--- config.mk ---
export PLATFORM = sky130hd
export DESIGN_NAME = basicOps_flat
export DESIGN_NICKNAME = d
export VERILOG_FILES = /design/src/hdl/lspPkg.sv /design/src/hdl/opBus.sv /design/src/hdl/basicOps.sv /design/src/flat_wrapper.sv
export SDC_FILE = /design/constraint.sdc
export NUM_CORES = 1
export LEC_CHECK = 0
export ABC_AREA = 1
export BUFFER_PORTS_ARGS = -buffer_cell sky130_fd_sc_hd__buf_2
export CAP_MARGIN = 20
export CORE_MARGIN = 5
export CORE_UTILIZATION = 52
export DETAILED_ROUTE_END_ITERATION = 7
export PLACE_DENSITY = 0.85
export SYNTH_ARGS = -nofsm -noshare
export SYNTH_HDL_FRONTEND = slang
export SYNTH_SLANG_ARGS = --single-unit
--- constraint.sdc ---
create_clock -name vclk -period 2
set_input_delay 0 -clock vclk [all_inputs]
set_output_delay 0 -clock vclk [all_outputs]
set_load 0.005 [all_outputs]
--- src/hdl/lspPkg.sv ---
package lspPkg;

	////////////////////////////////////////////////////////////////////////////
	// Word types
	////////////////////////////////////////////////////////////////////////////

	localparam int memAddrWidth = 12;

	typedef logic [15:0] word16;             // Q-format LSP value or operand
	typedef logic [31:0] word32;             // Memory word or long accumulator
	typedef logic [memAddrWidth-1:0] memAddr;

	// Sequencer states, in order of the C loop structure
	typedef enum logic [3:0]
	{
		idle,
		pass1Test, pass1LoadHigh, pass1LoadLow,
		pass1ReadHigh, pass1ReadLow, pass1WriteHigh, pass1WriteLow,
		clampLow,
		pass2Test, pass2LoadHigh, pass2LoadLow, pass2Compare, pass2Write, pass2Next,
		clampHigh
	} seqState;

	////////////////////////////////////////////////////////////////////////////
	// G.729 stability constants
	////////////////////////////////////////////////////////////////////////////

	localparam word16 lLimit = 16'd40;       // Floor for element 0
	localparam word16 mLimit = 16'd25681;    // Ceiling for the last element
	localparam word16 gap3 = 16'd321;        // Minimum neighbor spacing

endpackage

--- src/hdl/opBus.sv ---
`timescale 1ns/1ps

// Operand and result lines to the shared basic operator unit
interface opBus;

	lspPkg::word16 addA;
	lspPkg::word16 addB;
	lspPkg::word16 addSum;
	lspPkg::word16 subA;
	lspPkg::word16 subB;
	lspPkg::word16 subDiff;
	lspPkg::word32 lAddA;
	lspPkg::word32 lAddB;
	lspPkg::word32 lAddSum;
	lspPkg::word32 lSubA;
	lspPkg::word32 lSubB;
	lspPkg::word32 lSubDiff;

	modport seq
	(
		output addA, addB, subA, subB, lAddA, lAddB, lSubA, lSubB,
		input addSum, subDiff, lAddSum, lSubDiff
	);

	modport ops
	(
		input addA, addB, subA, subB, lAddA, lAddB, lSubA, lSubB,
		output addSum, subDiff, lAddSum, lSubDiff
	);

endinterface

--- src/hdl/basicOps.sv ---
`timescale 1ns/1ps

module basicOps
(
	opBus.ops ops
);

	////////////////////////////////////////////////////////////////////////////
	// Saturation helpers
	////////////////////////////////////////////////////////////////////////////

	// A 17-bit result overflowed when its top two bits disagree
	function automatic lspPkg::word16 sat16(input logic [16:0] wide);
		lspPkg::word16 result;
		if (wide[16] != wide[15])
			result = wide[16] ? 16'h8000 : 16'h7fff;
		else
			result = wide[15:0];
		return result;
	endfunction

	// Same rule at 32 bits, clipping to the long extremes
	function automatic lspPkg::word32 sat32(input logic [32:0] wide);
		lspPkg::word32 result;
		if (wide[32] != wide[31])
			result = wide[32] ? 32'h8000_0000 : 32'h7fff_ffff;
		else
			result = wide[31:0];
		return result;
	endfunction

	////////////////////////////////////////////////////////////////////////////
	// Operators
	////////////////////////////////////////////////////////////////////////////

	logic [16:0] addWide;
	logic [16:0] subWide;
	logic [32:0] lAddWide;
	logic [32:0] lSubWide;

	// Sign-extend by one bit so the carry shows overflow
	assign addWide = {ops.addA[15], ops.addA} + {ops.addB[15], ops.addB};
	assign subWide = {ops.subA[15], ops.subA} - {ops.subB[15], ops.subB};
	assign lAddWide = {ops.lAddA[31], ops.lAddA} + {ops.lAddB[31], ops.lAddB};
	assign lSubWide = {ops.lSubA[31], ops.lSubA} - {ops.lSubB[31], ops.lSubB};

	assign ops.addSum = sat16(addWide);     // add()
	assign ops.subDiff = sat16(subWide);    // sub()
	assign ops.lAddSum = sat32(lAddWide);   // L_add()
	assign ops.lSubDiff = sat32(lSubWide);  // L_sub()

endmodule

--- src/flat_wrapper.sv ---
// flat-port wrapper written by rule: the top's interface ports become plain ports
module basicOps_flat 
  (ops_addA, ops_addB, ops_subA, ops_subB, ops_lAddA, ops_lAddB, ops_lSubA, ops_lSubB, ops_addSum, ops_subDiff, ops_lAddSum, ops_lSubDiff);
  opBus ops_i ();
  input wire logic [$bits(ops_i.addA)-1:0] ops_addA;
  input wire logic [$bits(ops_i.addB)-1:0] ops_addB;
  input wire logic [$bits(ops_i.subA)-1:0] ops_subA;
  input wire logic [$bits(ops_i.subB)-1:0] ops_subB;
  input wire logic [$bits(ops_i.lAddA)-1:0] ops_lAddA;
  input wire logic [$bits(ops_i.lAddB)-1:0] ops_lAddB;
  input wire logic [$bits(ops_i.lSubA)-1:0] ops_lSubA;
  input wire logic [$bits(ops_i.lSubB)-1:0] ops_lSubB;
  output wire logic [$bits(ops_i.addSum)-1:0] ops_addSum;
  output wire logic [$bits(ops_i.subDiff)-1:0] ops_subDiff;
  output wire logic [$bits(ops_i.lAddSum)-1:0] ops_lAddSum;
  output wire logic [$bits(ops_i.lSubDiff)-1:0] ops_lSubDiff;
  assign ops_i.addA = ops_addA;
  assign ops_i.addB = ops_addB;
  assign ops_i.subA = ops_subA;
  assign ops_i.subB = ops_subB;
  assign ops_i.lAddA = ops_lAddA;
  assign ops_i.lAddB = ops_lAddB;
  assign ops_i.lSubA = ops_lSubA;
  assign ops_i.lSubB = ops_lSubB;
  assign ops_addSum = ops_i.addSum;
  assign ops_subDiff = ops_i.subDiff;
  assign ops_lAddSum = ops_i.lAddSum;
  assign ops_lSubDiff = ops_i.lSubDiff;
  basicOps u_core (.ops(ops_i));
endmodule
# Word level (Yosys, flattened, before mapping)
# Cells that the tools add are included.
totals:
  input_bits: 192
  out_inout_bits: 96
  elab_cells: 16
  ff_bits: 0
op_classes:
  n_addsub: 4
  eq_ne: 4
  muxes: 8
op_table:
  columns: ["op", "count"]
  rows:
  - ["$mux W32", 4]
  - ["$mux W16", 4]
  - ["$add A32 B32 Y33", 1]
  - ["$sub A32 B32 Y33", 1]
  - ["$add A16 B16 Y17", 1]
  - ["$sub A16 B16 Y17", 1]
  - ["$ne A1 B1 Y1", 4]

# Depth between registers and ports, before layout
depth:
  word_depth: 3
  ltp_mapped: 18
  depth_no_buf: 17

# Worst setup path before layout
# Ideal clock, no wire load.
synth_path:
  path_kind: "input to output"
  from: "in ops_lAddB[0]"
  to: "out ops_lAddSum[18]"
  t_arrival_ps: 1692
  required_ps: 2000
  path_buffers: 1
  path_stages: 18
  slack_ps: 308
  cell_sequence: "ha_1 inv_1 fa_1 inv_1 nand3_1 nand2_1 nand2_1 nand2_1 nand2_1 nand2_2 nand2_2 nand2_1 nand2_1 nand2_2 nand3_4 buf_6 nand2_2 nand2_1"
synth_between:
  elab_chain_cells: 3
  word_cells_on_any_way: 4
  cone_classes: "add/sub (1); eq/ne (1); mux (2)"
synth_rtl:
  columns: ["element", "line_no", "source"]
  rows:
  - ["start, declared", "flat_wrapper.sv:10", "input wire logic [$bits(ops_i.lAddB)-1:0] ops_lAddB;"]
  - ["$add A32 B32 Y33 *", "basicOps.sv:44", "assign lAddWide = {ops.lAddA[31], ops.lAddA} + {ops.lAddB[31], ops.lAddB};"]
  - ["$mux W32 or $ne A1 B1 Y1 (tied branches)", "basicOps.sv:26, basicOps.sv:25", null]
  - ["$mux W32 *", "basicOps.sv:25", "if (wide[32] != wide[31])"]
  - ["end, declared", "flat_wrapper.sv:15", "output wire logic [$bits(ops_i.lAddSum)-1:0] ops_lAddSum;"]
# Every way passes the cells marked *; elsewhere a longest branch is shown, timed or not.

# Worst setup path after layout
layout_path:
  from: "in ops_lAddA[0]"
  to: "out ops_lAddSum[9]"
layout_between:
  elab_chain_cells: 3
  word_cells_on_any_way: 4
  cone_classes: "add/sub (1); eq/ne (1); mux (2)"
layout_rtl:
  columns: ["element", "line_no", "source"]
  rows:
  - ["start, declared", "flat_wrapper.sv:9", "input wire logic [$bits(ops_i.lAddA)-1:0] ops_lAddA;"]
  - ["$add A32 B32 Y33 *", "basicOps.sv:44", null]
  - ["$mux W32 or $ne A1 B1 Y1 (tied branches)", "basicOps.sv:26, basicOps.sv:25", null]
  - ["$mux W32 *", "basicOps.sv:25", null]
# Marked as above.

==> out/results.txt <==
status: finished, violations left
failing checks: setup timing
Layout Nets: 1989
Buffers on Ports: 288
period utilisation layout: 101.6%
WS Path Type: in2out
Final Cell Area: 10250 µm²
min cycle time layout: 2.032 ns
critical path data arrival time: 2.03 ns
Hold WS: 0.3763 ns
total track usage: 29.18%
cells after synthesis: 1368
combinational fraction of design power: 100.0%
Initial DRC Count: 745
Netlist cell types: 36
HPWL after detailed placement: 21.96 mm
layout cell share with drive strength beyond 1: 34.34%
Die ar.: 16240 µm²
Final Hold Viols: 0
Routed Antenna Nets: 0
I/O pin total: 288
first-pass GRT wire length: 40.59 mm
Setup-failing EPs final: 5
Seq cells: 0
final wirelength: 28.19 mm
final setup margin: -0.03214 ns
Pleak: 6.140 nW
DRC viols: 0
Mean Syn Cell Area: 5.242 µm²
DR vias: 10020
FMAX: 492.1 MHz
Slew Limit Fails: 0
slowest stage delay, CP: 0.37 ns
GRT overflow: 0
Internal Pwr Total: 1.973 mW
largest cells by area after synthesis: nand2_1 (30%), ha_1 (17%), inv_1 (11%), a21oi_1 (6.6%), xor2_1 (5.6%)
sw frac: 56.63%
Synth-to-Final Area Change: 43.01%
slowest CP cell: fa_2
Max-slew headroom: 71.50%
Max-cap violations: 0
placed cell area: 9024 µm²
Pwr Density: 443.7 nW/µm²
Tightest Pin Transition: 0.4274 ns
TritonRoute pass-1 iters: 5
largest net degree at the start of global routing: 21
starting density of the core: 52.27%
worst-path maximum fanout: 6
FP Rows: 43
register area share after synthesis: 0%
CP dominant cell by count: nand2_2
Hold Path Class: in2out
Psw: 2.577 mW
Yosys top cell by area: nand2_1
die height: 127.4 µm
critical path endpoint category: primary output
hold-critical path depth: 4
Synth top area share: 29.63%
Tot Pwr: 4.550 mW
RSZ-0062 raised after global routing: true
clock power share: 0%
Die X: 127.4 µm
worst-path cell chain: buf_8 -> ha_4 -> inv_4 -> fa_2 -> inv_2 -> nand3_2 -> nand2_2 -> nand2_1 -> nand2_1 -> nand2_1 -> nand2_2 -> nand2_2 -> nand2_2 -> nand2_2 -> nand2_4 -> nand3_4 -> nand2_2 -> nand2_2 -> buf_6
Seq pwr share: 0%
CORE AREA: 13720 µm²
WL per Instance: 15.03 µm
yosys warns: 0
via/cell ratio: 5.340
syn_nets: 1660
initial antenna violation count: 1
type of origin of the critical path: input pin
vias in the first global route: 9095
RD Place Congestion: 0.9997
Storage cell area: 0 µm²
CTS Hold Buffers Added: 0
CLK BUF: 0
Cell Area, Synth: 7171 µm²
required time worst endpoint: 2.00 ns
VDD IR-drop max: 0.2836 mV
fin util: 74.75%
[final timing paths]
kind	startpoint	endpoint	slack (ns)
worst min-delay path	ops_lSubB[0]	ops_lSubDiff[0]	0.38
worst max-delay path	ops_lAddA[0]	ops_lAddSum[9]	-0.03
[cell type report]
type               count  area (µm²)
diodes                 1       2.502
fillers             1153        3465
inverters            215       814.5
multi-input cells   1144        7173
repair buffers       336        2039
well taps            180       225.2
[per-layer routing]
metal	GRT usage, %	wire [µm]
met5	0	0
met4	10.54	1294
met3	2.843	1989
met2	53.86	14130
met1	34.78	10780
[kinds of logic (layout without fill, tap and decap cells)]
logic type / Yosys count / in the layout / share of synthesized area (%)
simple gates: 807 / 812 / 47.39
buf+inv: 229 / 551 / 13.23
compound gates: 173 / 173 / 14.31
fa+ha+maj: 100 / 100 / 17.87
xor+xnor: 59 / 59 / 7.206
other cells: 0 / 1 / 0
[power by group through the flow]
stage          clock network, mW  logic (mW)  registers, mW
5_1_grt             0.0000000671        4.95              0
4_1_cts                        0        3.79              0
3_3_place_gp                   0        3.62              0
3_5_place_dp                   0        3.67              0
6_report            0.0000000673        4.55              0
2_1_floorplan                  0        2.32              0
[timing repair]
action,CTS,global route
cloned,3,6
buffers inserted,0,7
gates resized for setup,19,226
hold endpoints to repair,0,0
pin swaps,1,42
setup endpoints to repair,50,93
[through the flow]
stage               setup WS (ns)  instances  setup TNS, ns
floorplan                  0.3079       1368              0
global placement         0.003938       1859              0
detailed placement       -0.06812       1859         -1.016
CTS                     -0.002095       1862      -0.002095
global route              -0.1185       1876         -2.979
finish                   -0.03214       1876       -0.07152
[critical path: cells and delay by family]
kind / cells / cell delay (ns)
buffers and inverters: 4 / 0.31
adders and majority gates: 2 / 0.52
and+or+nand+nor: 13 / 1.19
[placed cells by master (no fill, tap or decap), types with 10 or more instances in the layout]
master,n
ha_1,53
nand3_2,10
a21oi_1,78
o21ai_0,22
nand3b_1,17
buf_6,18
inv_1,203
nor2_2,12
nand2_2,70
nand2_1,495
ha_4,21
o21bai_1,19
buf_2,272
ha_2,22
nand2_4,33
nor2_1,95
a21oi_2,17
o21ai_2,20
nand3_1,48
xnor2_1,13
xor2_1,46
buf_4,37
[Yosys cell counts, drive strengths merged]
cell type,n
nand2,599
inv,215
nor2,112
a21oi,98
ha,96
nand3,61
xor2,46
o21ai,44
o21bai,21
nand3b,17
buf,14
xnor2,13
a21o,6
nor3,6
fa,4
nand4,4
or2,4
a31oi,3
and2,2
nor4,2
o21a,1
No activity file was read; power rests on OpenSTA's default activity.
