File: config.mk
export PLATFORM = sky130hd
export DESIGN_NAME = lspStabilityFsm_flat
export DESIGN_NICKNAME = d
export VERILOG_FILES = /design/src/hdl/lspPkg.sv /design/src/hdl/memPort.sv /design/src/hdl/opBus.sv /design/src/hdl/lspStabilityFsm.sv /design/src/flat_wrapper.sv
export SDC_FILE = /design/constraint.sdc
export NUM_CORES = 1
export LEC_CHECK = 0
export ABC_AREA = 1
export BUFFER_PORTS_ARGS = -buffer_cell sky130_fd_sc_hd__buf_2
export CORE_AREA = 2 2 150 152
export DETAILED_ROUTE_END_ITERATION = 16
export DIE_AREA = 0 0 152 154
export SLEW_MARGIN = 20
export SYNTH_ARGS = -nofsm -noshare
export SYNTH_HDL_FRONTEND = slang
export SYNTH_SLANG_ARGS = --single-unit
File: constraint.sdc
create_clock -name clk -period 2.1 [get_ports clk]
set_clock_uncertainty 0.15 [all_clocks]
set_input_delay 0.525 -clock clk [delete_from_list [all_inputs] [get_ports clk]]
set_output_delay 0.525 -clock clk [all_outputs]
set_load 0.03 [all_outputs]
File: src/hdl/lspPkg.sv
package lspPkg;

	////////////////////////////////////////////////////////////////////////////
	// Word types
	////////////////////////////////////////////////////////////////////////////

	localparam int memAddrWidth = 12;

	typedef logic [15:0] word16;             // Q-format LSP value or operand
	typedef logic [31:0] word32;             // Memory word or long accumulator
	typedef logic [memAddrWidth-1:0] memAddr;

	// Sequencer states, in order of the C loop structure
	typedef enum logic [3:0]
	{
		idle,
		pass1Test, pass1LoadHigh, pass1LoadLow,
		pass1ReadHigh, pass1ReadLow, pass1WriteHigh, pass1WriteLow,
		clampLow,
		pass2Test, pass2LoadHigh, pass2LoadLow, pass2Compare, pass2Write, pass2Next,
		clampHigh
	} seqState;

	////////////////////////////////////////////////////////////////////////////
	// G.729 stability constants
	////////////////////////////////////////////////////////////////////////////

	localparam word16 lLimit = 16'd40;       // Floor for element 0
	localparam word16 mLimit = 16'd25681;    // Ceiling for the last element
	localparam word16 gap3 = 16'd321;        // Minimum neighbor spacing

endpackage

File: src/hdl/memPort.sv
`timescale 1ns/1ps

// One synchronous read/write port of the scratch RAM
interface memPort;

	lspPkg::memAddr readAddr;
	lspPkg::memAddr writeAddr;
	lspPkg::word32 writeData;
	lspPkg::word32 readData;     // Word at readAddr of the previous cycle
	logic writeEn;

	modport user
	(
		output readAddr, writeAddr, writeData, writeEn,
		input readData
	);

	modport ram
	(
		input readAddr, writeAddr, writeData, writeEn,
		output readData
	);

endinterface

File: src/hdl/opBus.sv
`timescale 1ns/1ps

// Operand and result lines to the shared basic operator unit
interface opBus;

	lspPkg::word16 addA;
	lspPkg::word16 addB;
	lspPkg::word16 addSum;
	lspPkg::word16 subA;
	lspPkg::word16 subB;
	lspPkg::word16 subDiff;
	lspPkg::word32 lAddA;
	lspPkg::word32 lAddB;
	lspPkg::word32 lAddSum;
	lspPkg::word32 lSubA;
	lspPkg::word32 lSubB;
	lspPkg::word32 lSubDiff;

	modport seq
	(
		output addA, addB, subA, subB, lAddA, lAddB, lSubA, lSubB,
		input addSum, subDiff, lAddSum, lSubDiff
	);

	modport ops
	(
		input addA, addB, subA, subB, lAddA, lAddB, lSubA, lSubB,
		output addSum, subDiff, lAddSum, lSubDiff
	);

endinterface

File: src/hdl/lspStabilityFsm.sv
`timescale 1ns/1ps

module lspStabilityFsm
#(
	parameter int lpcOrder = 10,
	parameter int indexWidth = 4
)
(
	input logic clk,
	input logic reset,
	input logic start,
	input logic [7:0] bufBase,
	opBus.seq ops,
	memPort.user mem,
	output logic busy,
	output logic done
);

	localparam logic [indexWidth-1:0] lastIndex = indexWidth'(lpcOrder - 1);

	lspPkg::seqState state, stateNext;
	logic [indexWidth-1:0] j, jNext;
	lspPkg::word16 swapHold, swapHoldNext;   // tmp of the C swap
	lspPkg::word32 accHigh, accHighNext;     // L_acc, later L_diff
	lspPkg::word32 accLow, accLowNext;       // L_accb

	lspPkg::word16 jWord;
	lspPkg::word32 readSext;
	logic [indexWidth-1:0] jPlusOne;

	// Buffer base in the upper bits, element index in the lower ones
	function automatic lspPkg::memAddr addrOf(input logic [indexWidth-1:0] idx);
		return {bufBase[lspPkg::memAddrWidth-indexWidth-1:0], idx};
	endfunction

	assign jWord = {{(16-indexWidth){1'b0}}, j};
	assign readSext = {{16{mem.readData[15]}}, mem.readData[15:0]};   // L_deposit_l
	assign jPlusOne = ops.addSum[indexWidth-1:0];

	assign busy = (state != lspPkg::idle);
	assign done = (state == lspPkg::clampHigh);

	////////////////////////////////////////////////////////////////////////////
	// Registers
	////////////////////////////////////////////////////////////////////////////

	always_ff @(posedge clk)
	begin
		if (reset)
		begin
			state <= lspPkg::idle;
			j <= '0;
		end
		else
		begin
			state <= stateNext;
			j <= jNext;
		end
	end

	// Datapath holding registers
	always_ff @(posedge clk)
	begin
		swapHold <= swapHoldNext;
		accHigh <= accHighNext;
		accLow <= accLowNext;
	end

	////////////////////////////////////////////////////////////////////////////
	// Next state and datapath control
	////////////////////////////////////////////////////////////////////////////

	always_comb
	begin
		stateNext = state;
		jNext = j;
		swapHoldNext = swapHold;
		accHighNext = accHigh;
		accLowNext = accLow;

		// Adder defaults to j + 1 for index stepping
		ops.addA = jWord;
		ops.addB = 16'd1;
		ops.subA = '0;
		ops.subB = '0;
		ops.lAddA = '0;
		ops.lAddB = '0;
		ops.lSubA = '0;
		ops.lSubB = '0;

		mem.readAddr = '0;
		mem.writeAddr = '0;
		mem.writeData = '0;
		mem.writeEn = 1'b0;

		case (state)
			lspPkg::idle:
			begin
				jNext = '0;
				if (start)
					stateNext = lspPkg::pass1Test;
			end

			// Bubble pass over neighbor pairs
			lspPkg::pass1Test:
			begin
				if (j >= lastIndex)
				begin
					mem.readAddr = addrOf('0);      // buf[0] for the low clamp
					stateNext = lspPkg::clampLow;
				end
				else
				begin
					mem.readAddr = addrOf(jPlusOne);
					stateNext = lspPkg::pass1LoadHigh;
				end
			end

			lspPkg::pass1LoadHigh:
			begin
				accHighNext = readSext;
				mem.readAddr = addrOf(j);
				stateNext = lspPkg::pass1LoadLow;
			end

			lspPkg::pass1LoadLow:
			begin
				ops.lSubA = accHigh;
				ops.lSubB = readSext;
				if (ops.lSubDiff[31])                // Out of order
					stateNext = lspPkg::pass1ReadHigh;
				else
				begin
					jNext = jPlusOne;
					stateNext = lspPkg::pass1Test;
				end
			end

			lspPkg::pass1ReadHigh:
			begin
				mem.readAddr = addrOf(jPlusOne);
				stateNext = lspPkg::pass1ReadLow;
			end

			lspPkg::pass1ReadLow:
			begin
				swapHoldNext = mem.readData[15:0];  // tmp = buf[j+1]
				mem.readAddr = addrOf(j);
				stateNext = lspPkg::pass1WriteHigh;
			end

			lspPkg::pass1WriteHigh:
			begin
				mem.writeAddr = addrOf(jPlusOne);   // buf[j+1] = buf[j]
				mem.writeData = {16'd0, mem.readData[15:0]};
				mem.writeEn = 1'b1;
				stateNext = lspPkg::pass1WriteLow;
			end

			lspPkg::pass1WriteLow:
			begin
				mem.writeAddr = addrOf(j);          // buf[j] = tmp
				mem.writeData = {16'd0, swapHold};
				mem.writeEn = 1'b1;
				jNext = jPlusOne;
				stateNext = lspPkg::pass1Test;
			end

			lspPkg::clampLow:
			begin
				ops.subA = mem.readData[15:0];
				ops.subB = lspPkg::lLimit;
				if (ops.subDiff[15])
				begin
					mem.writeAddr = addrOf('0);
					mem.writeData = {16'd0, lspPkg::lLimit};
					mem.writeEn = 1'b1;
				end
				jNext = '0;
				stateNext = lspPkg::pass2Test;
			end

			// Spacing pass
			lspPkg::pass2Test:
			begin
				if (j >= lastIndex)
				begin
					mem.readAddr = addrOf(lastIndex);
					stateNext = lspPkg::clampHigh;
				end
				else
				begin
					mem.readAddr = addrOf(jPlusOne);
					stateNext = lspPkg::pass2LoadHigh;
				end
			end

			lspPkg::pass2LoadHigh:
			begin
				accHighNext = readSext;
				mem.readAddr = addrOf(j);
				stateNext = lspPkg::pass2LoadLow;
			end

			lspPkg::pass2LoadLow:
			begin
				accLowNext = readSext;
				ops.lSubA = accHigh;
				ops.lSubB = readSext;
				accHighNext = ops.lSubDiff;         // Now holds L_diff
				stateNext = lspPkg::pass2Compare;
			end

			lspPkg::pass2Compare:
			begin
				ops.lSubA = accHigh;
				ops.lSubB = {{16{lspPkg::gap3[15]}}, lspPkg::gap3};
				if (ops.lSubDiff[31])
					stateNext = lspPkg::pass2Write;
				else
				begin
					jNext = jPlusOne;
					stateNext = lspPkg::pass2Test;
				end
			end

			// Adder busy with the value, so L_add forms j + 1
			lspPkg::pass2Write:
			begin
				ops.addA = accLow[15:0];
				ops.addB = lspPkg::gap3;
				ops.lAddA = {16'd0, jWord};
				ops.lAddB = 32'd1;
				mem.writeAddr = addrOf(ops.lAddSum[indexWidth-1:0]);
				mem.writeData = {16'd0, ops.addSum};
				mem.writeEn = 1'b1;
				stateNext = lspPkg::pass2Next;
			end

			lspPkg::pass2Next:
			begin
				jNext = jPlusOne;
				stateNext = lspPkg::pass2Test;
			end

			lspPkg::clampHigh:
			begin
				ops.subA = mem.readData[15:0];
				ops.subB = lspPkg::mLimit;
				if (!ops.subDiff[15] && (ops.subDiff != '0))   // Strictly above
				begin
					mem.writeAddr = addrOf(lastIndex);
					mem.writeData = {16'd0, lspPkg::mLimit};
					mem.writeEn = 1'b1;
				end
				stateNext = lspPkg::idle;
			end

			default:
				stateNext = lspPkg::idle;
		endcase
	end

endmodule

File: src/flat_wrapper.sv
// flat-port wrapper written by rule: the top's interface ports become plain ports
module lspStabilityFsm_flat 
#(
	parameter int lpcOrder = 10,
	parameter int indexWidth = 4
)
  (clk, reset, start, bufBase, busy, done, ops_addA, ops_addB, ops_subA, ops_subB, ops_lAddA, ops_lAddB, ops_lSubA, ops_lSubB, ops_addSum, ops_subDiff, ops_lAddSum, ops_lSubDiff, mem_readAddr, mem_writeAddr, mem_writeData, mem_writeEn, mem_readData);
  opBus ops_i ();
  memPort mem_i ();
  input logic clk;
  input logic reset;
  input logic start;
  input logic [7:0] bufBase;
  output logic busy;
  output logic done;
  output wire logic [$bits(ops_i.addA)-1:0] ops_addA;
  output wire logic [$bits(ops_i.addB)-1:0] ops_addB;
  output wire logic [$bits(ops_i.subA)-1:0] ops_subA;
  output wire logic [$bits(ops_i.subB)-1:0] ops_subB;
  output wire logic [$bits(ops_i.lAddA)-1:0] ops_lAddA;
  output wire logic [$bits(ops_i.lAddB)-1:0] ops_lAddB;
  output wire logic [$bits(ops_i.lSubA)-1:0] ops_lSubA;
  output wire logic [$bits(ops_i.lSubB)-1:0] ops_lSubB;
  input wire logic [$bits(ops_i.addSum)-1:0] ops_addSum;
  input wire logic [$bits(ops_i.subDiff)-1:0] ops_subDiff;
  input wire logic [$bits(ops_i.lAddSum)-1:0] ops_lAddSum;
  input wire logic [$bits(ops_i.lSubDiff)-1:0] ops_lSubDiff;
  output wire logic [$bits(mem_i.readAddr)-1:0] mem_readAddr;
  output wire logic [$bits(mem_i.writeAddr)-1:0] mem_writeAddr;
  output wire logic [$bits(mem_i.writeData)-1:0] mem_writeData;
  output wire logic [$bits(mem_i.writeEn)-1:0] mem_writeEn;
  input wire logic [$bits(mem_i.readData)-1:0] mem_readData;
  assign ops_addA = ops_i.addA;
  assign ops_addB = ops_i.addB;
  assign ops_subA = ops_i.subA;
  assign ops_subB = ops_i.subB;
  assign ops_lAddA = ops_i.lAddA;
  assign ops_lAddB = ops_i.lAddB;
  assign ops_lSubA = ops_i.lSubA;
  assign ops_lSubB = ops_i.lSubB;
  assign ops_i.addSum = ops_addSum;
  assign ops_i.subDiff = ops_subDiff;
  assign ops_i.lAddSum = ops_lAddSum;
  assign ops_i.lSubDiff = ops_lSubDiff;
  assign mem_readAddr = mem_i.readAddr;
  assign mem_writeAddr = mem_i.writeAddr;
  assign mem_writeData = mem_i.writeData;
  assign mem_writeEn = mem_i.writeEn;
  assign mem_i.readData = mem_readData;
  lspStabilityFsm #(.lpcOrder(lpcOrder), .indexWidth(indexWidth)) u_core (.clk(clk), .reset(reset), .start(start), .bufBase(bufBase), .ops(ops_i), .mem(mem_i), .busy(busy), .done(done));
endmodule
# --- Yosys cells after proc, flatten, opt, wreduce, memory -nomap -nowiden ---
# Cells that the tools add are included.
op_classes:
  magnitude_cmp: 1
  eq_ne: 17
  n_mux: 29
  n_reduce_logical: 18
op_table:
  columns: ["op", "n"]
  rows:
  - ["32-bit case mux with 2 select lines", 2]
  - ["16-bit case mux with 5 select lines", 1]
  - ["12-bit case mux with 5 select lines", 1]
  - ["4-bit case mux with 15 select lines", 1]
  - ["12-bit case mux with 4 select lines", 1]
  - ["4-bit == test, second input constant", 8]
  - ["16-bit two-way mux", 2]
  - ["32-bit two-way mux", 1]
  - ["15-bit case mux with 2 select lines", 1]
  - ["12-bit two-way mux", 2]
  - ["4-bit two-way mux", 6]
  - ["4-bit by 3-bit == test with 1-bit output, second input constant", 4]
  - ["16-bit nonzero test", 1]
  - ["15-bit two-way mux", 1]
  - ["2-bit OR reduction", 7]
  - ["4-bit case mux with 3 select lines", 1]
  - ["3-bit two-way mux", 3]
  - ["9-bit two-way mux", 1]
  - ["3-bit OR reduction", 3]
  - ["4-bit by 2-bit == test with 1-bit output, second input constant", 2]
  - ["6-bit two-way mux", 1]
  - ["4-bit by 1-bit == test with 1-bit output, second input constant", 1]
  - ["4-bit >= comparator, second input constant", 1]
  - ["4-bit zero test", 1]
  - ["other kinds (9)", 12]
word_totals:
  ff_bits: 72

# --- Longest topological paths before layout ---
# Gate-level depths: netlist of the first run.
depth:
  word_depth: 4
  depth_mapped: 9

# --- Worst setup path before layout of the first run ---
# Ideal clock, no wire load.
synth_path:
  path_kind: "register -> output"
  startpoint: "register u_core.state[0]"
  endpoint: "output ops_lSubB[16]"
  t_arrival_ps: 1911
  setup_slack_ps: -486
  stages_incl_launch_ff: 6
  path_buffers: 1
  path_cell_list: "dfxtp_1 > nand2_1 > nor2_1 > inv_1 > nor2_1 > buf_4"
synth_between:
  elab_chain_cells: 3
synth_rtl:
  columns: ["item", "line", "text"]
  rows:
  - ["start, declared", "lspStabilityFsm.sv:21", "lspPkg::seqState state, stateNext;"]
  - ["start signal, assigned", "lspStabilityFsm.sv:51", "state <= lspPkg::idle;"]
  - ["start signal, assigned", "lspStabilityFsm.sv:56", "state <= stateNext;"]
  - ["4-bit == test / 4-bit by 2-bit == test with 1-bit output (equally long branches)", "lspStabilityFsm.sv:96", "case (state)"]
  - ["2-bit OR reduction (no source line)", null, null]
  - ["32-bit case mux with 2 select lines (*)", "lspStabilityFsm.sv:96", null]
  - ["end, declared", "flat_wrapper.sv:23", "output wire logic [$bits(ops_i.lSubB)-1:0] ops_lSubB;"]
# Mark *: on every way between the ends. The rest lies on a longest branch, timed or not.

# --- Worst setup path in the final report of the first run ---
layout_path:
  startpoint: "register u_core.state[2]"
  endpoint: "output ops_lSubB[29]"
# Same word-level chain as after synthesis.

==> impl_metrics.json, run 1 <==
{
  "violations": "negative setup slack",
  "yosys_warnings": 0,
  "port_buffers": 248,
  "hold_violations": 0,
  "detail_route.iter0.violations": 267,
  "max_freq_ghz": 0.410,
  "htreeDepth": 3,
  "finalPower_mw": 5.37,
  "drcViolationCount": 0,
  "grt_pass1_vias": 5182,
  "first_pass_iters": 4,
  "hold_class": "in -> reg",
  "status": "finished, violations left",
  "cp.arrival_ns": 1.77,
  "synth_seq_cells": 72,
  "final_core_util_pct": 42.1,
  "total_leakage_power_nw": 4.40,
  "routed_via_density": 4.21,
  "root_buffer": "clkbuf_16",
  "cts_sinks": 72,
  "io_pins": 390,
  "gr-usage-all-layers_pct": 16.4,
  "die_h_um": 154,
  "dp_hpwl_um": 13900,
  "synth.distinct_cells": 26,
  "fillers": 2071,
  "setup_viol": 143,
  "critPathLaunch": "u_core.state[2]$_SDFFE_PP0P_",
  "dr_wl_met2_um": 10700,
  "start_util_pct": 22.9,
  "synth_top_area_cell": "edfxtp_1",
  "overflow": 0,
  "fin_crit_ns": 2.44,
  "period_share_pct": 116,
  "synthesis.instances": 643,
  "antenna_found_initial": 1,
  "met3_length_um": 1340,
  "layout_commonest_cell": "buf_6",
  "p_per_area_nw_per_um2": 587,
  "ys_seq_area_share_pct": 42.0,
  "path_clk_slew_ns": 0.06,
  "synth_area_leaders": "edfxtp_1 39%, buf_4 19%, nand2_1 9.6%",
  "diodes": 0,
  "syn2layout_area_growth_pct": 84.4,
  "vias": 5259,
  "die_area_sq_um": 23400,
  "place.gp.congestion": 0.882,
  "cts_buffer_depth": 2,
  "die_width_um": 152,
  "routed_wl_um": 20300,
  "highest_layer": "met5",
  "cts_hold_buf": 0,
  "syn_area_sq_um": 4960,
  "grt_pass1_wl_um": 29200,
  "grt_setup_unrepaired": "true",
  "whs_path_depth": 1,
  "wirelength_met1_um": 7740,
  "layout_common_cells": "144 x buf_6, 100 x buf_2, 97 x conb_1",
  "start_kind": "register",
  "num_rows": 54,
  "r2r_cells": 7,
  "cts_buffers": 9,
  "drt-wirelength-per-cell_um": 16.3,
  "synth.top_cell.area_share_pct": 38.8,
  "drv_slew": 0,
  "path_max_fanout": 6,
  "core-area_sq_um": 21700,
  "clk_latency_ns": 0.34,
  "layout_setup_ws_ns": -0.341,
  "r2r_start": "u_core.state[1]$_SDFFE_PP0P_",
  "peakVddDrop_v": 0.000343,
  "hp-start": "mem_readData[2]",
  "maxCapViolations": 0,
  "critPathKind": "reg -> out",
  "syn_area_per_cell_sq_um": 7.71,
  "worstPathRequired_ns": 1.42,
  "drive_gt1_share_pct": 54.2,
  "nets": 1103,
  "critPathCaptureType": "output pin",
  "route.antenna.remaining_nets": 0,
  "cts_tree": "yes",
  "setup_tns_ns": -33.26,
  "grt_max_degree": 37
}
[registers in the layout (all words and copies together), names as in the netlist]
register	flops
u_core.j	4
u_core.swapHold	16
u_core.accLow	16
u_core.accHigh	32
u_core.state	4
[per-stage QoR]
| step | hold slack [ns] | setup WS, ns | cell area (sq um) | instances |
|---|---|---|---|---|
| 2_1_floorplan | 0.296 | -0.111 | 5520 | 738 |
| 3_3_place_gp | 0.317 | -0.453 | 6670 | 1187 |
| 3_5_place_dp | 0.328 | -0.490 | 6670 | 1187 |
| 4_1_cts | 0.220 | -0.327 | 8730 | 1244 |
| 5_1_grt | 0.228 | -0.405 | 9140 | 1249 |
| 6_report | 0.241 | -0.341 | 9140 | 1249 |
[power breakdown]
group / total [mW] / leakage (nW) / internal [mW] / switching (mW)
sequential: 1.78 / 0.648 / 1.71 / 0.0670
combinational: 2.14 / 3.62 / 0.781 / 1.36
clock: 1.45 / 0.132 / 0.800 / 0.651
[logic make-up after synthesis]
logic type / count (synthesis) / synth area share [%]
compound gates: 66 / 7.90
buf+inv: 237 / 28.2
other cells: 2 / 0.151
flops: 72 / 42.0
simple gates: 266 / 21.7
[cells in the mapped netlist (all sizes together)]
cell / instances
nand2: 132
inv: 98
edfxtp: 64
nand4: 13
nand3: 9
o221ai: 4
clkbuf: 2
and2: 1
o22ai: 1
nor2: 109
dfxtp: 8
nor4: 1
conb: 2
o21ai: 33
nor3: 1
a22oi: 1
o2111ai: 2
o211ai: 8
a21oi: 17
buf: 137
[routing by layer]
metal / up-vias / GRT usage [%]
li1: 2469 / -
met1: 2490 / 19.2
met2: 260 / 29.1
met3: 38 / 3.69
met4: 2 / 6.90
met5: - / 0
[path summary, 6_finish.rpt]
| kind | end | slack (ns) |
|---|---|---|
| worst min register to register | u_core.j[2]$_SDFFE_PP0P_ | 0.35 |
| worst max-delay path | ops_lSubB[29] | -0.34 |
| worst max register to register | u_core.accHigh[31]$_DFFE_PP_ | 0.16 |
| worst min-delay path | u_core.swapHold[2]$_DFFE_PP_ | 0.24 |
[critical path: stages (launching register included)]
cell and delay (ns):
dfxtp_4 0.39, buf_6 0.13, nor2_4 0.14, clkinv_4 0.11
buf_6 0.15, nor2_4 0.22, buf_6 0.15, buf_6 0.12
[timing repair]
action | in CTS | in global routing
resized for setup | 418 | 101
endpoints found under the setup margin | 154 | 154
buffers inserted | 39 | 11
gates cloned | 8 | 2
pin swaps | 26 | 24
[final cells by class]
cell class	instances	area (sq um)	share of cell area (%)
flip-flops and latches	72	2100	22.9
inverters	98	409	4.48
repair buffers	350	3240	35.5
well taps	280	350	3.83
multi-input cells	433	2770	30.3
clock inverters	7	47.5	0.520
clock buffers	9	225	2.46
Power figures use the tool's default switching activity.
==> run 2: changes to the inputs <==
- SKIP_CTS_REPAIR_TIMING: default -> 1
==> run 2 against run 1 <==
The flow still finishes with violations (negative setup slack). Clock-buffer cell count stayed put. Critical path depth is 1 lower. Wire length is 3.7% higher. Sequential power hardly changed. Critical path type is now in -> out.
==> impl_metrics.json, run 2 (same netlist as run 1, synthesis figures left out) <==
{
  "r2r_cells": 7,
  "critPathLaunch": "ops_subDiff[2]",
  "multiInputGateArea_sq_um": 2950,
  "drt-wirelength-per-cell_um": 17.0,
  "cts_sinks": 72,
  "r2r-end": "u_core.accHigh[31]$_DFFE_PP_",
  "swShare_pct": 39.4,
  "p_switching_mw": 2.17,
  "cp-endpoint": "mem_writeAddr[3]",
  "grt_pass1_vias": 4434,
  "syn2layout_area_growth_pct": 88.8,
  "critPathKind": "in -> out",
  "nets": 1097,
  "grt_pass1_wl_um": 25700,
  "peakVddDrop_v": 0.000349,
  "power_frac_comb_pct": 41.3,
  "worstPathRequired_ns": 1.42,
  "cts_buffers": 9,
  "reg_top3": "u_core.accHigh x32, u_core.accLow x16, u_core.swapHold x16",
  "num_rows": 54,
  "fin_crit_ns": 2.51,
  "routed_wl_um": 21100,
  "htreeDepth": 3,
  "port_buffers": 248,
  "diodes": 0,
  "critPathCaptureType": "output pin",
  "die_width_um": 152,
  "routed_via_density": 4.19,
  "max_freq_ghz": 0.399,
  "gr-usage-all-layers_pct": 14.4,
  "hold_violations": 0,
  "maxCapViolations": 0,
  "layout_common_cells": "151 x buf_6, 101 x nand2_1, 97 x conb_1, 97 x buf_2, 89 x nor2_4",
  "die_area_sq_um": 23400,
  "violations": "negative setup slack",
  "setup_viol": 142,
  "r2r_start": "u_core.state[1]$_SDFFE_PP0P_",
  "hold_class": "in -> reg",
  "period_share_pct": 119,
  "final_core_util_pct": 43.1,
  "layout_setup_ws_ns": -0.408,
  "cts_buffer_depth": 2,
  "dp_hpwl_um": 13900,
  "clk_latency_ns": 0.34,
  "route.antenna.remaining_nets": 0,
  "fillers": 2062,
  "root_buffer": "clkbuf_16",
  "io_pins": 390,
  "grt_setup_unrepaired": "true",
  "hold_ws_ns": 0.239,
  "drv_slew": 0,
  "cts_tree": "yes",
  "first_pass_iters": 5,
  "path_clk_slew_ns": 0.07,
  "layout_commonest_cell": "buf_6",
  "top_register": "u_core.accHigh",
  "die_h_um": 154,
  "start_kind": "input pin",
  "grt_max_degree": 37,
  "regArea_sq_um": 2100,
  "path_max_fanout": 8,
  "antenna_found_initial": 1,
  "p_seq_share_pct": 32.4,
  "core-area_sq_um": 21700,
  "status": "finished, violations left",
  "drcViolationCount": 0,
  "largest_register_ffs": 32,
  "cp.arrival_ns": 1.83,
  "reg2reg_slack_ns": 0.14,
  "p_clk_share_pct": 26.3,
  "drive_gt1_share_pct": 56.2,
  "total_leakage_power_nw": 4.41,
  "detail_route.iter0.violations": 234,
  "overflow": 0,
  "p_per_area_nw_per_um2": 588,
  "vias": 5204,
  "internal_power_mw": 3.34,
  "finalPower_mw": 5.50,
  "start_util_pct": 22.9,
  "place.gp.congestion": 0.882
}
## run 2: cell types whose count changed in the layout (fill, tap and decap cells not counted), moves of 3 or more
cell / delta
nor2_4: +29
nor2_1: -26
buf_4: -16
buf_6: +7
clkbuf_16: +5
nand2_1: +5
clkbuf_4: +4
nand2_2: -4
buf_2: -3
nor2_2: -3
## run 2: worst min-delay path by stage
stage	from	endpoint	slack [ns]	depth (start not counted)
2_1_floorplan	u_core.j[0]$_SDFFE_PP0P_	u_core.j[0]$_SDFFE_PP0P_	0.30	2
3_3_place_gp	u_core.j[2]$_SDFFE_PP0P_	u_core.j[2]$_SDFFE_PP0P_	0.32	2
3_5_place_dp	u_core.j[1]$_SDFFE_PP0P_	u_core.j[1]$_SDFFE_PP0P_	0.33	2
4_1_cts	mem_readData[7]	u_core.swapHold[7]$_DFFE_PP_	0.22	1
5_1_grt	mem_readData[7]	u_core.swapHold[7]$_DFFE_PP_	0.23	1
6_report	mem_readData[2]	u_core.swapHold[2]$_DFFE_PP_	0.24	1
## run 2: layout make-up
| cell class | instances | share of cell area (%) |
|---|---|---|
| flip-flops and latches | 72 | 22.4 |
| inverters | 98 | 4.44 |
| clock buffers | 9 | 2.41 |
| clock inverters | 7 | 0.508 |
| repair buffers | 344 | 35.0 |
| multi-input cells | 433 | 31.5 |
| well taps | 280 | 3.74 |
## run 2: worst max-delay path: stages
cell	delay, ns
buf_6	0.10
nor2_4	0.09
nand4_1	0.30
o21ai_4	0.47
nand4_1	0.17
buf_6	0.17
## run 2: layer usage
metal  share of wire (%)  GRT usage (%)
met5               0.062              0
met2                  54           24.7
met1                  39           18.1
met3                 5.1           3.30
met4                 2.0           4.49
## run 2: stage by stage
| step | std cells | cell area, sq um | worst slack [ns] | setup TNS, ns |
|---|---|---|---|---|
| 3_3_place_gp | 1187 | 6670 | -0.453 | -15.12 |
| 5_1_grt | 1243 | 9360 | -0.496 | -49.19 |
| 6_report | 1243 | 9360 | -0.408 | -38.76 |
| 4_1_cts | 1203 | 6940 | -0.635 | -63.84 |
| 2_1_floorplan | 738 | 5520 | -0.111 | -2.86 |
| 3_5_place_dp | 1187 | 6670 | -0.490 | -16.16 |
## run 2: power by group through the flow
stage	clock network, mW	registers, mW	logic (mW)
finish	1.45	1.78	2.27
global route	1.57	1.80	2.40
CTS	1.51	1.75	1.61
detailed placement	0	1.78	1.61
global placement	0	1.78	1.60
floorplan	0	1.78	1.16
==> run 3: changes to the inputs <==
- CORE_AREA: 2 2 150 152 -> 2 2 153 155
- CTS_CLUSTER_SIZE: default -> 16
- DIE_AREA: 0 0 152 154 -> 0 0 155 157
==> run 3 against run 2 <==
The run still ends with negative setup slack left. Combinational power decreased by 18%. Clock power increased by 6%. Sequential share of layout area increased by 3.7 points. Maximum frequency increased by 3.6%. Largest power group unchanged.
==> impl_metrics.json, run 3 (same netlist as run 1, synthesis figures left out) <==
{
  "layout_common_cells": "155 x buf_2, 116 x nand2_1, 97 x conb_1",
  "cts_buffer_depth": 2,
  "hold_class": "in -> reg",
  "crit_family": "buffers and inverters",
  "largest_register_ffs": 32,
  "worstPathRequired_ns": 1.42,
  "hold_violations": 0,
  "gr-usage-all-layers_pct": 13.7,
  "drive_gt1_share_pct": 47.5,
  "total_leakage_power_nw": 4.00,
  "top_register": "u_core.accHigh",
  "drcViolationCount": 0,
  "critPathKind": "reg -> out",
  "finalNonFillerCells": 1226,
  "post-route-cell-area_sq_um": 8030,
  "root_buffer": "clkbuf_16",
  "status": "finished, violations left",
  "die_area_sq_um": 24300,
  "grt_pass1_wl_um": 24500,
  "path_clk_slew_ns": 0.06,
  "p_per_area_nw_per_um2": 644,
  "path_buf_inv": 3,
  "route.antenna.remaining_nets": 0,
  "violations": "negative setup slack",
  "drv_slew": 0,
  "antenna_found_initial": 0,
  "grt_pass1_vias": 4252,
  "dp_hpwl_um": 14100,
  "period_share_pct": 115,
  "place.gp.congestion": 0.825,
  "start_kind": "register",
  "fillers": 2319,
  "drt-wirelength-per-cell_um": 15.2,
  "core-area_sq_um": 22500,
  "grt_max_degree": 45,
  "setup_viol": 150,
  "io_pins": 390,
  "diodes": 0,
  "critPathSlowestCell": "dfxtp_4",
  "routed_via_density": 3.97,
  "layout_commonest_cell": "buf_2",
  "placed_area_sq_um": 6650,
  "vias": 4869,
  "overflow": 0,
  "clk_latency_ns": 0.34,
  "cp.arrival_ns": 1.75,
  "detail_route.iter0.violations": 204,
  "reg_top3": "u_core.accHigh x32, u_core.accLow x16, u_core.swapHold x16",
  "cts_tree": "yes",
  "grt_setup_unrepaired": "true",
  "routed_wl_um": 18600,
  "nets": 1075,
  "cts_buffers": 9,
  "dp.cells": 1190,
  "cts_sinks": 72,
  "critPathCaptureType": "output pin",
  "htreeDepth": 3,
  "port_buffers": 248,
  "num_rows": 55,
  "peakVddDrop_v": 0.000321,
  "max_stage_delay_ns": 0.41,
  "maxCapViolations": 0,
  "finalPower_mw": 5.17,
  "max_freq_ghz": 0.413,
  "fin_crit_ns": 2.42,
  "path_max_fanout": 17,
  "syn2layout_area_growth_pct": 62.0,
  "layout_setup_ws_ns": -0.322,
  "detailedPlace.worstSlack_ns": -0.244,
  "first_pass_iters": 4,
  "die_h_um": 157,
  "start_util_pct": 22.0,
  "cp_cell_sequence": "nand2_1 > buf_4 > nor3_4 > o21ai_4 > buf_12 > a21oi_2 > buf_6",
  "die_width_um": 155
}
[run 3: final cells by class]
class,instances,area (sq um),share of cell area [%]
Clock buffer,11,264,3.29
Clock inverter,5,35.0,0.436
Inverter,98,403,5.02
Multi-Input combinational cell,431,2320,28.9
Sequential cell,72,2100,26.1
Tap cell,285,357,4.44
Timing Repair Buffer,324,2560,31.8
[run 3: path summary, 6_finish.rpt]
kind                                       to                         start  slack (ns)  depth (start not counted)
setup / recovery            mem_writeAddr[11]  u_core.state[2]$_SDFFE_PP0P_       -0.32                          7
setup reg to reg  u_core.accLow[11]$_DFFE_PN_  u_core.state[3]$_SDFFE_PP0P_        0.20                          8
hold reg to reg      u_core.j[0]$_SDFFE_PP0P_      u_core.j[0]$_SDFFE_PP0P_        0.34                          2
hold / removal     u_core.accLow[8]$_DFFE_PN_               mem_readData[8]        0.25                          1
[run 3: power breakdown]
group	internal (mW)	switching (mW)
Sequential	1.71	0.0594
Clock	0.910	0.627
Combinational	0.613	1.25
Total	3.24	1.94
[run 3: stage by stage]
step,utilization [%],setup TNS [ns],hold slack [ns]
global route,35.7,-45.11,0.230
global placement,29.6,-11.69,0.321
CTS,30.9,-67.49,0.224
floorplan,-,-2.86,0.296
finish,35.7,-30.88,0.247
detailed placement,29.6,-11.71,0.331
[run 3: per-layer routing]
layer	share of wire [%]	global-route usage [%]
met2	55	27.0
met1	37	14.4
met4	1.1	3.40
met5	0	0
met3	6.5	3.44
